$ cat config.mk
export PLATFORM = sky130hd
export DESIGN_NAME = matrix_game_top
export DESIGN_NICKNAME = d
export VERILOG_FILES = /design/src/hdl/matrix_game_pkg.sv /design/src/hdl/button_debounce.sv /design/src/hdl/frame_scanner.sv /design/src/hdl/game_control.sv /design/src/hdl/matrix_game_top.sv /design/src/hdl/max7219_serial.sv /design/src/hdl/obstacle_field.sv /design/src/hdl/player_row.sv
export SDC_FILE = /design/constraint.sdc
export NUM_CORES = 1
export LEC_CHECK = 0
export BUFFER_PORTS_ARGS = -buffer_cell sky130_fd_sc_hd__buf_2
export CAP_MARGIN = 5
export CORE_UTILIZATION = 55
export DETAILED_ROUTE_END_ITERATION = 8
export PLACE_DENSITY_LB_ADDON = 0.2
export RECOVER_POWER = 25
export SYNTH_ARGS = -nofsm -noshare
export SYNTH_HDL_FRONTEND = slang
export SYNTH_HIERARCHICAL = 1
export SYNTH_SLANG_ARGS = --single-unit
$ cat constraint.sdc
create_clock -name clock_50 -period 5.6 [get_ports clock_50]
set_input_delay 0.84 -clock clock_50 [delete_from_list [all_inputs] [get_ports clock_50]]
set_output_delay 0.84 -clock clock_50 [all_outputs]
set_load 0.02 [all_outputs]
$ cat src/hdl/matrix_game_pkg.sv
package matrix_game_pkg;

	localparam int MATRIX_SIZE = 8;

	// One LED row, bit 7 drives the leftmost LED
	typedef logic [MATRIX_SIZE-1:0] row_t;

	// Index 7 is the top row, index 0 the player row
	typedef row_t [MATRIX_SIZE-1:0] frame_t;

	typedef logic [$clog2(MATRIX_SIZE)-1:0] col_addr_t;

	typedef struct packed {
		logic start;
		logic left;
		logic right;
	} buttons_t;

	// ##############################
	// MAX7219 register map
	// ##############################
	typedef enum logic [3:0] {
		NOOP         = 4'h0,
		DIGIT0       = 4'h1,
		DIGIT1       = 4'h2,
		DIGIT2       = 4'h3,
		DIGIT3       = 4'h4,
		DIGIT4       = 4'h5,
		DIGIT5       = 4'h6,
		DIGIT6       = 4'h7,
		DIGIT7       = 4'h8,
		DECODE_MODE  = 4'h9,
		INTENSITY    = 4'hA,
		SCAN_LIMIT   = 4'hB,
		SHUTDOWN     = 4'hC,
		DISPLAY_TEST = 4'hF
	} max_opcode_e;

	// Serial word, sent MSB first
	typedef struct packed {
		logic [3:0]  pad;
		max_opcode_e opcode;
		row_t        data;
	} max_word_t;

	typedef enum logic [1:0] {
		IDLE,
		PLAY,
		OVER
	} game_state_e;

	// ##############################
	// Fixed patterns
	// ##############################
	localparam row_t PLAYER_INIT = 8'h10;

	// Rows 7 down to 0
	localparam frame_t OBSTACLE_INIT = {8'hED, 8'h0C, 8'h00, 8'hC0, 8'h00, 8'h18, 8'h00, 8'h00};

	localparam logic [3:0] INTENSITY_LEVEL = 4'hA;

	// Sent once after reset, in this order
	localparam max_word_t CONFIG_WORDS [5] = '{
		'{pad: 4'h0, opcode: SHUTDOWN,     data: 8'h01},
		'{pad: 4'h0, opcode: SCAN_LIMIT,   data: 8'h07},
		'{pad: 4'h0, opcode: DECODE_MODE,  data: 8'h00},
		'{pad: 4'h0, opcode: INTENSITY,    data: {4'h0, INTENSITY_LEVEL}},
		'{pad: 4'h0, opcode: DISPLAY_TEST, data: 8'h00}
	};

endpackage

$ cat src/hdl/button_debounce.sv
`timescale 1ns/1ns

module button_debounce #(
	parameter int STABLE_CYCLES = 500000
) (
	input  logic                      clock_50,
	input  logic                      rst_n,
	input  matrix_game_pkg::buttons_t buttons_n,
	output matrix_game_pkg::buttons_t presses
);

	localparam int NUM_BUTTONS = $bits(matrix_game_pkg::buttons_t);
	localparam int CNT_W = $clog2(STABLE_CYCLES + 1);

	logic [NUM_BUTTONS-1:0] pressed_raw;
	logic [NUM_BUTTONS-1:0] level_q;
	logic [NUM_BUTTONS-1:0] pulse_q;
	logic [CNT_W-1:0]       count_q [NUM_BUTTONS];

	// Buttons are active low on the pins
	assign pressed_raw = ~NUM_BUTTONS'(buttons_n);

	always_ff @(posedge clock_50) begin
		if (!rst_n) begin
			level_q <= '0;
			pulse_q <= '0;
			for (int i = 0; i < NUM_BUTTONS; i++) begin
				count_q[i] <= '0;
			end
		end else begin
			for (int i = 0; i < NUM_BUTTONS; i++) begin
				pulse_q[i] <= 1'b0;
				if (pressed_raw[i] == level_q[i]) begin
					count_q[i] <= '0;
				end else if (count_q[i] == CNT_W'(STABLE_CYCLES - 1)) begin
					// New level held long enough
					count_q[i] <= '0;
					level_q[i] <= pressed_raw[i];
					pulse_q[i] <= pressed_raw[i];
				end else begin
					count_q[i] <= count_q[i] + 1'b1;
				end
			end
		end
	end

	assign presses = matrix_game_pkg::buttons_t'(pulse_q);

endmodule

$ cat src/hdl/frame_scanner.sv
`timescale 1ns/1ns

module frame_scanner (
	input  logic                       clock_50,
	input  logic                       rst_n,
	input  matrix_game_pkg::row_t      player,
	input  matrix_game_pkg::frame_t    obstacles,
	output logic                       req,
	output matrix_game_pkg::max_word_t word,
	input  logic                       ack
);

	localparam int NUM_CONFIG = $size(matrix_game_pkg::CONFIG_WORDS);
	localparam int MSB = matrix_game_pkg::MATRIX_SIZE - 1;

	typedef enum logic [1:0] {
		ST_SNAP,
		ST_LOAD,
		ST_REQ,
		ST_WAIT
	} scan_state_e;

	scan_state_e                state_q;
	logic                       config_done_q;
	matrix_game_pkg::col_addr_t word_idx_q;
	logic                       req_q;
	matrix_game_pkg::max_word_t word_q;
	matrix_game_pkg::frame_t    composite;
	matrix_game_pkg::frame_t    snapshot_q;
	matrix_game_pkg::row_t      column;

	// Player sits in row 0
	assign composite = obstacles | matrix_game_pkg::frame_t'(player);

	// Column k gathers bit 7-k of every row, row 0 in the MSB
	always_comb begin
		for (int j = 0; j <= MSB; j++) begin
			column[MSB - j] = snapshot_q[j][3'(MSB) - word_idx_q];
		end
	end

	always_ff @(posedge clock_50) begin
		if (!rst_n) begin
			state_q <= ST_LOAD;
			config_done_q <= 1'b0;
			word_idx_q <= '0;
			req_q <= 1'b0;
		end else begin
			case (state_q)
				ST_SNAP: state_q <= ST_LOAD;
				ST_LOAD: begin
					req_q <= 1'b1;
					state_q <= ST_REQ;
				end
				ST_REQ: begin
					if (ack) begin
						req_q <= 1'b0;
						state_q <= ST_WAIT;
					end
				end
				ST_WAIT: begin
					// Serializer must drop ack before the next word
					if (!ack) begin
						if (!config_done_q && word_idx_q == 3'(NUM_CONFIG - 1)) begin
							config_done_q <= 1'b1;
							word_idx_q <= '0;
							state_q <= ST_SNAP;
						end else if (config_done_q && word_idx_q == 3'(MSB)) begin
							word_idx_q <= '0;
							state_q <= ST_SNAP;
						end else begin
							word_idx_q <= word_idx_q + 1'b1;
							state_q <= ST_LOAD;
						end
					end
				end
				default: state_q <= ST_LOAD;
			endcase
		end
	end

	// Word and snapshot carry no control meaning
	always_ff @(posedge clock_50) begin
		if (state_q == ST_SNAP)
			snapshot_q <= composite;
		if (state_q == ST_LOAD) begin
			if (config_done_q)
				word_q <= '{pad: 4'h0,
					opcode: matrix_game_pkg::max_opcode_e'({1'b0, word_idx_q} + 4'd1),
					data: column};
			else
				word_q <= matrix_game_pkg::CONFIG_WORDS[word_idx_q];
		end
	end

	assign req = req_q;
	assign word = word_q;

	a_req_held: assert property (@(posedge clock_50) disable iff (!rst_n)
		$fell(req_q) |-> $past(ack));

endmodule

$ cat src/hdl/game_control.sv
`timescale 1ns/1ns

module game_control (
	input  logic                         clock_50,
	input  logic                         rst_n,
	input  matrix_game_pkg::buttons_t    presses,
	input  matrix_game_pkg::row_t        player,
	input  matrix_game_pkg::frame_t      obstacles,
	output matrix_game_pkg::game_state_e state,
	output logic                         game_over
);

	matrix_game_pkg::game_state_e state_q;
	matrix_game_pkg::game_state_e state_d;
	logic                         collision;

	// Only the bottom row can hit the player
	assign collision = |(player & obstacles[0]);

	always_comb begin
		state_d = state_q;
		case (state_q)
			matrix_game_pkg::IDLE: begin
				if (presses.start)
					state_d = matrix_game_pkg::PLAY;
			end
			matrix_game_pkg::PLAY: begin
				if (collision)
					state_d = matrix_game_pkg::OVER;
			end
			matrix_game_pkg::OVER: begin
				if (presses.start)
					state_d = matrix_game_pkg::IDLE;
			end
			default: state_d = matrix_game_pkg::IDLE;
		endcase
	end

	always_ff @(posedge clock_50) begin
		if (!rst_n)
			state_q <= matrix_game_pkg::IDLE;
		else
			state_q <= state_d;
	end

	assign state = state_q;
	assign game_over = (state_q == matrix_game_pkg::OVER);

	a_state_legal: assert property (@(posedge clock_50) disable iff (!rst_n)
		state_q inside {matrix_game_pkg::IDLE, matrix_game_pkg::PLAY, matrix_game_pkg::OVER});

endmodule

$ cat src/hdl/matrix_game_top.sv
`timescale 1ns/1ns

module matrix_game_top #(
	parameter int STEP_CYCLES   = 25000000,
	parameter int STABLE_CYCLES = 500000,
	parameter int SCLK_DIV      = 5
) (
	input  logic clock_50,
	input  logic rst_n,
	input  logic start_n,
	input  logic left_n,
	input  logic right_n,
	output logic max7219_din,
	output logic max7219_ncs,
	output logic max7219_clk,
	output logic game_over
);

	matrix_game_pkg::buttons_t    buttons_n;
	matrix_game_pkg::buttons_t    presses;
	matrix_game_pkg::game_state_e state;
	matrix_game_pkg::row_t        player;
	matrix_game_pkg::frame_t      obstacles;
	matrix_game_pkg::max_word_t   word;
	logic                         req;
	logic                         ack;

	assign buttons_n = '{start: start_n, left: left_n, right: right_n};

	// ##############################
	// Game
	// ##############################
	button_debounce #(.STABLE_CYCLES(STABLE_CYCLES)) i_debounce (
		.clock_50(clock_50), .rst_n(rst_n), .buttons_n(buttons_n), .presses(presses)
	);

	game_control i_control (
		.clock_50(clock_50), .rst_n(rst_n), .presses(presses), .player(player),
		.obstacles(obstacles), .state(state), .game_over(game_over)
	);

	player_row i_player (
		.clock_50(clock_50), .rst_n(rst_n), .state(state), .presses(presses), .player(player)
	);

	obstacle_field #(.STEP_CYCLES(STEP_CYCLES)) i_field (
		.clock_50(clock_50), .rst_n(rst_n), .state(state), .obstacles(obstacles)
	);

	// ##############################
	// Display path
	// ##############################
	frame_scanner i_scanner (
		.clock_50(clock_50), .rst_n(rst_n), .player(player), .obstacles(obstacles),
		.req(req), .word(word), .ack(ack)
	);

	max7219_serial #(.SCLK_DIV(SCLK_DIV)) i_serial (
		.clock_50(clock_50), .rst_n(rst_n), .req(req), .word(word), .ack(ack),
		.max7219_din(max7219_din), .max7219_ncs(max7219_ncs), .max7219_clk(max7219_clk)
	);

endmodule

$ cat src/hdl/max7219_serial.sv
`timescale 1ns/1ns

module max7219_serial #(
	parameter int SCLK_DIV = 5
) (
	input  logic                       clock_50,
	input  logic                       rst_n,
	input  logic                       req,
	input  matrix_game_pkg::max_word_t word,
	output logic                       ack,
	output logic                       max7219_din,
	output logic                       max7219_ncs,
	output logic                       max7219_clk
);

	localparam int DIV_W = $clog2(SCLK_DIV + 1);

	typedef enum logic [2:0] {
		SER_IDLE,
		SER_LOW,
		SER_HIGH,
		SER_DONE,
		SER_ACK
	} ser_state_e;

	ser_state_e        state_q;
	logic [DIV_W-1:0]  div_q;
	logic              half_tick;
	logic [3:0]        bit_cnt_q;
	logic [15:0]       shift_q;
	logic              din_q;
	logic              ncs_q;
	logic              sclk_q;
	logic              ack_q;

	assign half_tick = (div_q == DIV_W'(SCLK_DIV - 1));

	always_ff @(posedge clock_50) begin
		if (!rst_n) begin
			state_q <= SER_IDLE;
			div_q <= '0;
			bit_cnt_q <= '0;
			din_q <= 1'b0;
			ncs_q <= 1'b1;
			sclk_q <= 1'b0;
			ack_q <= 1'b0;
		end else begin
			if (state_q inside {SER_LOW, SER_HIGH, SER_DONE})
				div_q <= half_tick ? '0 : div_q + 1'b1;
			case (state_q)
				SER_IDLE: begin
					if (req) begin
						// First bit goes out together with ncs falling
						ncs_q <= 1'b0;
						din_q <= word[15];
						bit_cnt_q <= '0;
						div_q <= '0;
						state_q <= SER_LOW;
					end
				end
				SER_LOW: begin
					if (half_tick) begin
						sclk_q <= 1'b1;
						state_q <= SER_HIGH;
					end
				end
				SER_HIGH: begin
					if (half_tick) begin
						sclk_q <= 1'b0;
						if (bit_cnt_q == 4'd15) begin
							state_q <= SER_DONE;
						end else begin
							bit_cnt_q <= bit_cnt_q + 1'b1;
							din_q <= shift_q[14];
							state_q <= SER_LOW;
						end
					end
				end
				SER_DONE: begin
					// Hold ncs low one more half period
					if (half_tick) begin
						ncs_q <= 1'b1;
						ack_q <= 1'b1;
						state_q <= SER_ACK;
					end
				end
				SER_ACK: begin
					if (!req) begin
						ack_q <= 1'b0;
						state_q <= SER_IDLE;
					end
				end
				default: state_q <= SER_IDLE;
			endcase
		end
	end

	// Shift register, loaded on accept and advanced after each rising edge
	always_ff @(posedge clock_50) begin
		if (state_q == SER_IDLE && req)
			shift_q <= word;
		else if (state_q == SER_HIGH && half_tick)
			shift_q <= shift_q << 1;
	end

	assign ack = ack_q;
	assign max7219_din = din_q;
	assign max7219_ncs = ncs_q;
	assign max7219_clk = sclk_q;

	a_ack_follows_req: assert property (@(posedge clock_50) disable iff (!rst_n)
		ack_q |-> (req || $fell(req)));

	a_ncs_in_word: assert property (@(posedge clock_50) disable iff (!rst_n)
		!ncs_q |-> (req && !ack_q));

endmodule

$ cat src/hdl/obstacle_field.sv
`timescale 1ns/1ns

module obstacle_field #(
	parameter int STEP_CYCLES = 25000000
) (
	input  logic                         clock_50,
	input  logic                         rst_n,
	input  matrix_game_pkg::game_state_e state,
	output matrix_game_pkg::frame_t      obstacles
);

	localparam int STEP_W = $clog2(STEP_CYCLES + 1);

	logic [STEP_W-1:0]       step_count_q;
	logic                    step_tick;
	matrix_game_pkg::frame_t rows_q;

	// ##############################
	// Step prescaler
	// ##############################
	assign step_tick = (step_count_q == STEP_W'(STEP_CYCLES - 1));

	// ##############################
	// Row registers
	// ##############################
	always_ff @(posedge clock_50) begin
		if (!rst_n) begin
			step_count_q <= '0;
			rows_q <= '0;
		end else begin
			case (state)
				matrix_game_pkg::IDLE: begin
					rows_q <= matrix_game_pkg::OBSTACLE_INIT;
					step_count_q <= '0;
				end
				matrix_game_pkg::PLAY: begin
					if (step_tick) begin
						step_count_q <= '0;
						// Everything falls one row, top row empties
						rows_q <= {matrix_game_pkg::row_t'(0), rows_q[7:1]};
					end else begin
						step_count_q <= step_count_q + 1'b1;
					end
				end
				// Frozen after a hit
				default: ;
			endcase
		end
	end

	assign obstacles = rows_q;

endmodule

$ cat src/hdl/player_row.sv
`timescale 1ns/1ns

module player_row (
	input  logic                         clock_50,
	input  logic                         rst_n,
	input  matrix_game_pkg::game_state_e state,
	input  matrix_game_pkg::buttons_t    presses,
	output matrix_game_pkg::row_t        player
);

	matrix_game_pkg::row_t player_q;

	always_ff @(posedge clock_50) begin
		if (!rst_n) begin
			player_q <= matrix_game_pkg::PLAYER_INIT;
		end else if (state == matrix_game_pkg::IDLE) begin
			player_q <= matrix_game_pkg::PLAYER_INIT;
		end else if (state == matrix_game_pkg::PLAY) begin
			// Both pressed together cancel out
			case ({presses.left, presses.right})
				2'b10: begin
					if (!player_q[7])
						player_q <= player_q << 1;
				end
				2'b01: begin
					if (!player_q[0])
						player_q <= player_q >> 1;
				end
				default: ;
			endcase
		end
	end

	assign player = player_q;

	a_player_onehot: assert property (@(posedge clock_50) disable iff (!rst_n)
		$onehot(player_q));

endmodule

### After elaboration in Yosys (flattened, before gate mapping)

Memory sizes are Yosys's and may differ from the RTL's.
Index checks and enable logic that the tools add are counted.
W data, S select, Z words.

| cells by class | value |
|---|---|
| multiply operators | 0 |
| shifts and indexed selects | 0 |
| reduce and logical (&&, ||, !) cells | 39 |
| bitwise logic cells | 21 |
| magnitude comparators | 2 |
| divide/modulo/power cells | 0 |
| add/subtract/negate cells | 9 |
| muxes and demuxes | 110 |
| equality and inequality tests | 36 |

Operators by type and width:

| cell | count |
|---|---|
| $mux W19 | 9 |
| $pmux W64 S2 | 1 |
| $mux W64 | 1 |
| $or A64 B8 Y64 | 1 |
| $add A19 B1 Y19 const B | 3 |
| $eq A19 B19 Y1 const B | 3 |
| $mux W1 | 51 |
| $pmux W25 S2 | 1 |
| $mux W3 | 11 |
| $mux W16 | 2 |
| $mux W15 | 2 |
| $add A25 B1 Y25 const B | 1 |
| $eq A25 B25 Y1 const B | 1 |
| $mux W25 | 1 |
| $bmux W1 S3 | 8 |
| $reduce_and A3 Y1 | 7 |
| $mux W8 | 2 |
| $pmux W8 S2 | 1 |
| $reduce_bool A2 Y1 | 8 |
| $pmux W3 S5 | 1 |
| $mux W2 | 7 |
| $ne A2 B1 Y1 const B | 7 |
| $ne A2 B2 Y1 const B | 7 |
| $reduce_and A2 Y1 | 7 |
| 34 further kinds | 74 |

| storage, ports and cells | value |
|---|---|
| bits in latches | 0 |
| register bits after elaboration | 221 |
| output and inout port bits | 4 |
| ROM bits | 128 |
| input port bits | 5 |
| memory bits (writable) | 57 |
| memories | 2 |

Memories:

| memory | words | bits a word | rd ports | clocked after Yosys merged registers in | wr ports | line | RTL |
|---|---|---|---|---|---|---|---|
| (no name shown) | 8 | 16 | 1 | 0 | 0 | frame_scanner.sv:92 | `word_q <= matrix_game_pkg::CONFIG_WORDS[word_idx_q];` |
| i_debounce.count_q | 3 | 19 | 3 | 0 | 3 | button_debounce.sv:18 | `logic [CNT_W-1:0] count_q [NUM_BUTTONS];` |

### Logic depth before layout (Yosys ltp)

| logic depth | value |
|---|---|
| depth in word-level cells | 8 |
| mapped depth | 7 |
| gate-level depth less buffers | 6 |

### By module

The synthesis kept the hierarchy.

Modules (own cells, without submodules):

| module | sequential area each (um^2) | cells each | area an instance (um^2) | times used |
|---|---|---|---|---|
| frame_scanner | 2,422.3 | 203 | 3,470.8 | 1 |
| button_debounce | 1,831.8 | 333 | 3,468.3 | 1 |
| obstacle_field | 960.9 | 304 | 2,511.2 | 1 |
| max7219_serial | 730.7 | 146 | 1,371.3 | 1 |
| player_row | 160.2 | 52 | 434.2 | 1 |
| game_control | 40.0 | 14 | 130.1 | 1 |

### Worst setup path after synthesis

OpenSTA, ideal clock, no wires.

| path | value |
|---|---|
| kind | reg2reg |
| start point | register i_scanner.state_q[0] |
| end point | register i_scanner/snapshot_q[0] (netlist name) (enable) |
| library setup time | 0.429 ns |
| period minus slack after synthesis | 2.435 ns |
| stages on the path, launching flop included | 3 |
| buffers on the path | 0 |
| data arrival time | 2.006 ns |
| slack | 3.165 ns |
| cell sequence | dfxtp_1 -> inv_1 -> ha_1 |

| between the ends | value |
|---|---|
| cells in the longest elaborated chain, start to end | 1 |

RTL lines:

| element | line | RTL |
|---|---|---|
| start: declaration | frame_scanner.sv:23 | `scan_state_e state_q;` |
| start signal: assignment | frame_scanner.sv:44 | `state_q <= ST_LOAD;` |
| start signal: assignment | frame_scanner.sv:50 | `ST_SNAP: state_q <= ST_LOAD;` |
| start signal: assignment | frame_scanner.sv:53 | `state_q <= ST_REQ;` |
| $logic_not A2 Y1 | frame_scanner.sv:84 | `if (state_q == ST_SNAP)` |
| end signal: assignment | frame_scanner.sv:85 | `snapshot_q <= composite;` |
| end: declaration | frame_scanner.sv:29 | `matrix_game_pkg::frame_t snapshot_q;` |

No other way between the ends.
A chain may end at the register's enable or synchronous reset.

### Worst setup path in the final report

| path | value |
|---|---|
| start point | register i_field.step_count_q[8] |
| end point | register i_field.rows_q, in the netlist i_field/obstacles[19] |

| between the ends | value |
|---|---|
| cells in the longest elaborated chain, start to end | 3 |

RTL lines:

| element | line | RTL |
|---|---|---|
| start: declaration | obstacle_field.sv:14 | `logic [STEP_W-1:0] step_count_q;` |
| start signal: assignment | obstacle_field.sv:42 | `step_count_q <= step_count_q + 1'b1;` |
| $eq A25 B25 Y1 | obstacle_field.sv:21 | `assign step_tick = (step_count_q == STEP_W'(STEP_CYCLES - 1));` |
| $ne A2 B1 Y1 (no source line) | -- |  |
| $reduce_and A2 Y1 (no source line) | -- |  |
| end signal: assignment | obstacle_field.sv:33 | `rows_q <= matrix_game_pkg::OBSTACLE_INIT;` |
| end signal: assignment | obstacle_field.sv:40 | `rows_q <= {matrix_game_pkg::row_t'(0), rows_q[7:1]};` |
| end: declaration | obstacle_field.sv:16 | `matrix_game_pkg::frame_t rows_q;` |

No other way between the ends.

==> key figures <==
Pwr
  – Clock share of power: 37.2%
  – Internal power: 3390 uW
  – Sw Ratio: 25.0%
  – Leakage: 0.00418 uW
  – Logic pwr share: 12.5%
  – Switch Pwr: 1130 uW
  – Max IR drop VDD: 0.000257 V
  – Seq pwr share: 50.3%
  – PD cells: 367 nW/um2

Yosys
  – Synth async-reset ratio: 0%
  – Post-synthesis instance area: 11,400 um2
  – Unique masters post-synth: 87
  – Seq/Total Area, Yosys: 54.0%
  – Predominant post-synthesis flop cell: edfxtp_1
  – Post-synthesis register bit count: 233
  – Mapped Avg Cell Area: 10.8 um2
  – Post-synth EDFFs: 148
  – Synth warn: 6
  – Syn Inst Count: 1,052

STA
  – Setup TNS: 0 ps
  – Slew HR: 21.2%
  – Unrepaired setup endpoints after global routing: false
  – Fin crit share: 49.3%
  – Final Max Tran Viols: 0
  – Worst-margin pin slew: 1180 ps
  – Fmax: 362 MHz
  – Clk_skew: 10.7 ps
  – Final min period: 2760 ps
  – Final hold violation count: 0
  – Final setup viols: 0

Die
  – I/O Pins: 9
  – Die width: 146 um
  – Rows: 52
  – CORE AREA: 20,200 um2
  – Initial Util: 56.3%
  – Die ar.: 21,300 um2
  – Die height: 146 um

Clocking
  – H-tree depth: 1
  – CTS buffer count: 25
  – Worst-skew pair later-pin latency: 520 ps
  – Clock root buffer: clkbuf_16
  – Post-CTS setup buffers: 0
  – Hold_buf cts: 0
  – Post_cts resized: 0
  – Clock buffer depth: 3
  – Worst-path clk slew: 60 ps
  – Sink Count: 233
  – TritonCTS clock tree: built

Layout
  – N_diodes: 0
  – Most common cell after layout, fill and taps aside: edfxtp_1
  – Syn-to-layout area delta: 8.18%
  – Fin area: 12,300 um2
  – Layout Nets: 1,098
  – Most frequent cells in the layout: edfxtp_1, nand2_1, dfxtp_1, nor2_1, conb_1
  – Share of cells above drive strength 1: 8.22%

Worst setup path
  – Crit path required time: 6010 ps
  – Crit path max-delay cell type: nand4_1
  – FF-to-FF Start: i_field/step_count_q[8]
  – Cells on worst reg2reg path: 4
  – Setup crit start kind: flip-flop
  – Largest stage delay, worst path: 820 ps
  – CP bufs+invs: 0
  – Worst setup EP type: flip-flop
  – Delay-heaviest family, CP: simple AND/OR/NAND/NOR gates
  – FF-to-FF setup slack: 2840 ps
  – Critical path class: reg -> reg
  – WP data arrival: 3170 ps
  – Crit-path cells: or4b_2 -> nor4_1 -> nand4_1 -> o221a_2
  – Crit-path max FO: 23
  – Reg2reg end: i_field/obstacles[19]

Route
  – Detail Route Antenna Nets: 0
  – Detailed Routing Iterations Pass 1: 6
  – Initial DRC Count: 419
  – WL/cell: 14.6 um
  – Vias/cell: 5.53
  – Vias: 7,544
  – DRT Wirelength: 19,900 um
  – # DRC: 0

Hold path
  – Hold crit path type: reg -> reg
  – Hold Path Stages: 0
  – Hold_sp: i_field/obstacles[11]
  – Min-Delay Endpoint: i_scanner/snapshot_q[11]

Job
  – MaxCap Viol Count: 0

Global route
  – Initial antenna violation count: 0
  – Global route total overflow: 0
  – Vias in the first global route: 7,046
  – Global Route Usage Sum: 19.3%
  – Largest net degree at the start of global routing: 66
  – First-pass GRT wire length: 34,200 um

Placed design
  – Detailed Place HPWL: 13,000 um
  – DP Area: 11,500 um2
  – I/O Buffers: 8
  – GP Congestion: 0.852

Run status
  – Status: completed
[kinds of logic (layout without fill, tap and decap cells)]
kind of cell             after synthesis  in the layout  synth area share [%]
AO/OA/AOI/OAI                        161            161                  9.76
XOR/XNOR                              47             47                  3.62
adder cells (fa/ha/maj)               17             17                  1.87
buffers and inverters                112             84                  5.89
flip-flops                           233            233                  54.0
multiplexers                          34             34                  4.66
other                                  3             74                0.0989
AND/OR/NAND/NOR                      445            445                  20.1
[state kept, by name, summed over array words and instances, names as in the netlist, 2 cells and up]
name,count
i_player/player,8
i_field/step_count_q,25
i_serial/bit_cnt_q,4
i_scanner/word_idx_q,3
i_field/obstacles,23
i_debounce/presses,3
i_scanner/state_q,2
i_debounce/count_q,57
i_scanner/word,12
i_serial/div_q,3
i_serial/state_q,3
i_control/state,2
i_debounce/level_q,3
i_serial/shift_q,15
i_scanner/snapshot_q,64
[power groups by stage]
stage	clock, uW	combinational, uW	sequential (uW)
finish	1680	565	2270
detailed placement	0	579	2310
floorplan	0	509	2270
global route	1790	640	2300
global placement	0	569	2300
CTS	1720	584	2280
[synth_stat cells, drive strengths merged, types with 17 or more instances]
cell / instances / share of area (%)
xnor2: 39 / 3.0
o22ai: 19 / 1.0
o21ai: 20 / 0.95
nor3: 26 / 1.1
mux2i: 17 / 1.5
clkbuf: 23 / 0.77
nor2: 85 / 2.9
edfxtp: 148 / 39
inv: 23 / 0.76
nand4: 29 / 1.6
ha: 17 / 1.9
buf: 64 / 4.3
nor4: 28 / 1.9
nand2: 142 / 4.7
a21oi: 43 / 2.1
a31oi: 22 / 1.2
nand3: 38 / 1.7
dfxtp: 85 / 15
[final cells by class]
cell class | instances | area (um2)
clock buffers | 27 | 633
clock inverters | 19 | 218
fillers | 1668 | 7920
inverters | 25 | 93.8
multi-input cells | 778 | 4810
flip-flops and latches | 233 | 6150
well taps | 270 | 338
repair buffers | 13 | 76.3
[through the flow]
step | instances | hold slack, ps | utilization [%] | worst slack, ps | total power [uW]
floorplan | 1123 | 408 | - | 3170 | 2780
global placement | 1319 | 410 | 56.8 | 2870 | 2870
detailed placement | 1319 | 425 | 56.8 | 2870 | 2890
CTS | 1365 | 440 | 61.0 | 2850 | 4590
global route | 1365 | 443 | 60.9 | 2620 | 4730
finish | 1365 | 440 | 60.9 | 2840 | 4520
[worst max path at each step]
stage                            startpoint                       to  cells past startpoint
finish              i_field/step_count_q[8]    i_field/obstacles[19]                      4
floorplan              i_scanner/state_q[0]  i_scanner/snapshot_q[0]                      2
global route        i_field/step_count_q[0]    i_field/obstacles[51]                      5
global placement    i_field/step_count_q[8]    i_field/obstacles[38]                      4
CTS                 i_field/step_count_q[8]    i_field/obstacles[19]                      4
detailed placement  i_field/step_count_q[8]    i_field/obstacles[19]                      4
[routing by layer]
metal  global-route usage (%)  vias up  wire length [um]
met5                        0        -                 0
li1                         -     3817                 -
met2                     31.1      108              9240
met4                     5.53        0               457
met1                     27.0     3588              9550
met3                     2.92       31               616
No activity file was read; power rests on OpenSTA's default activity.
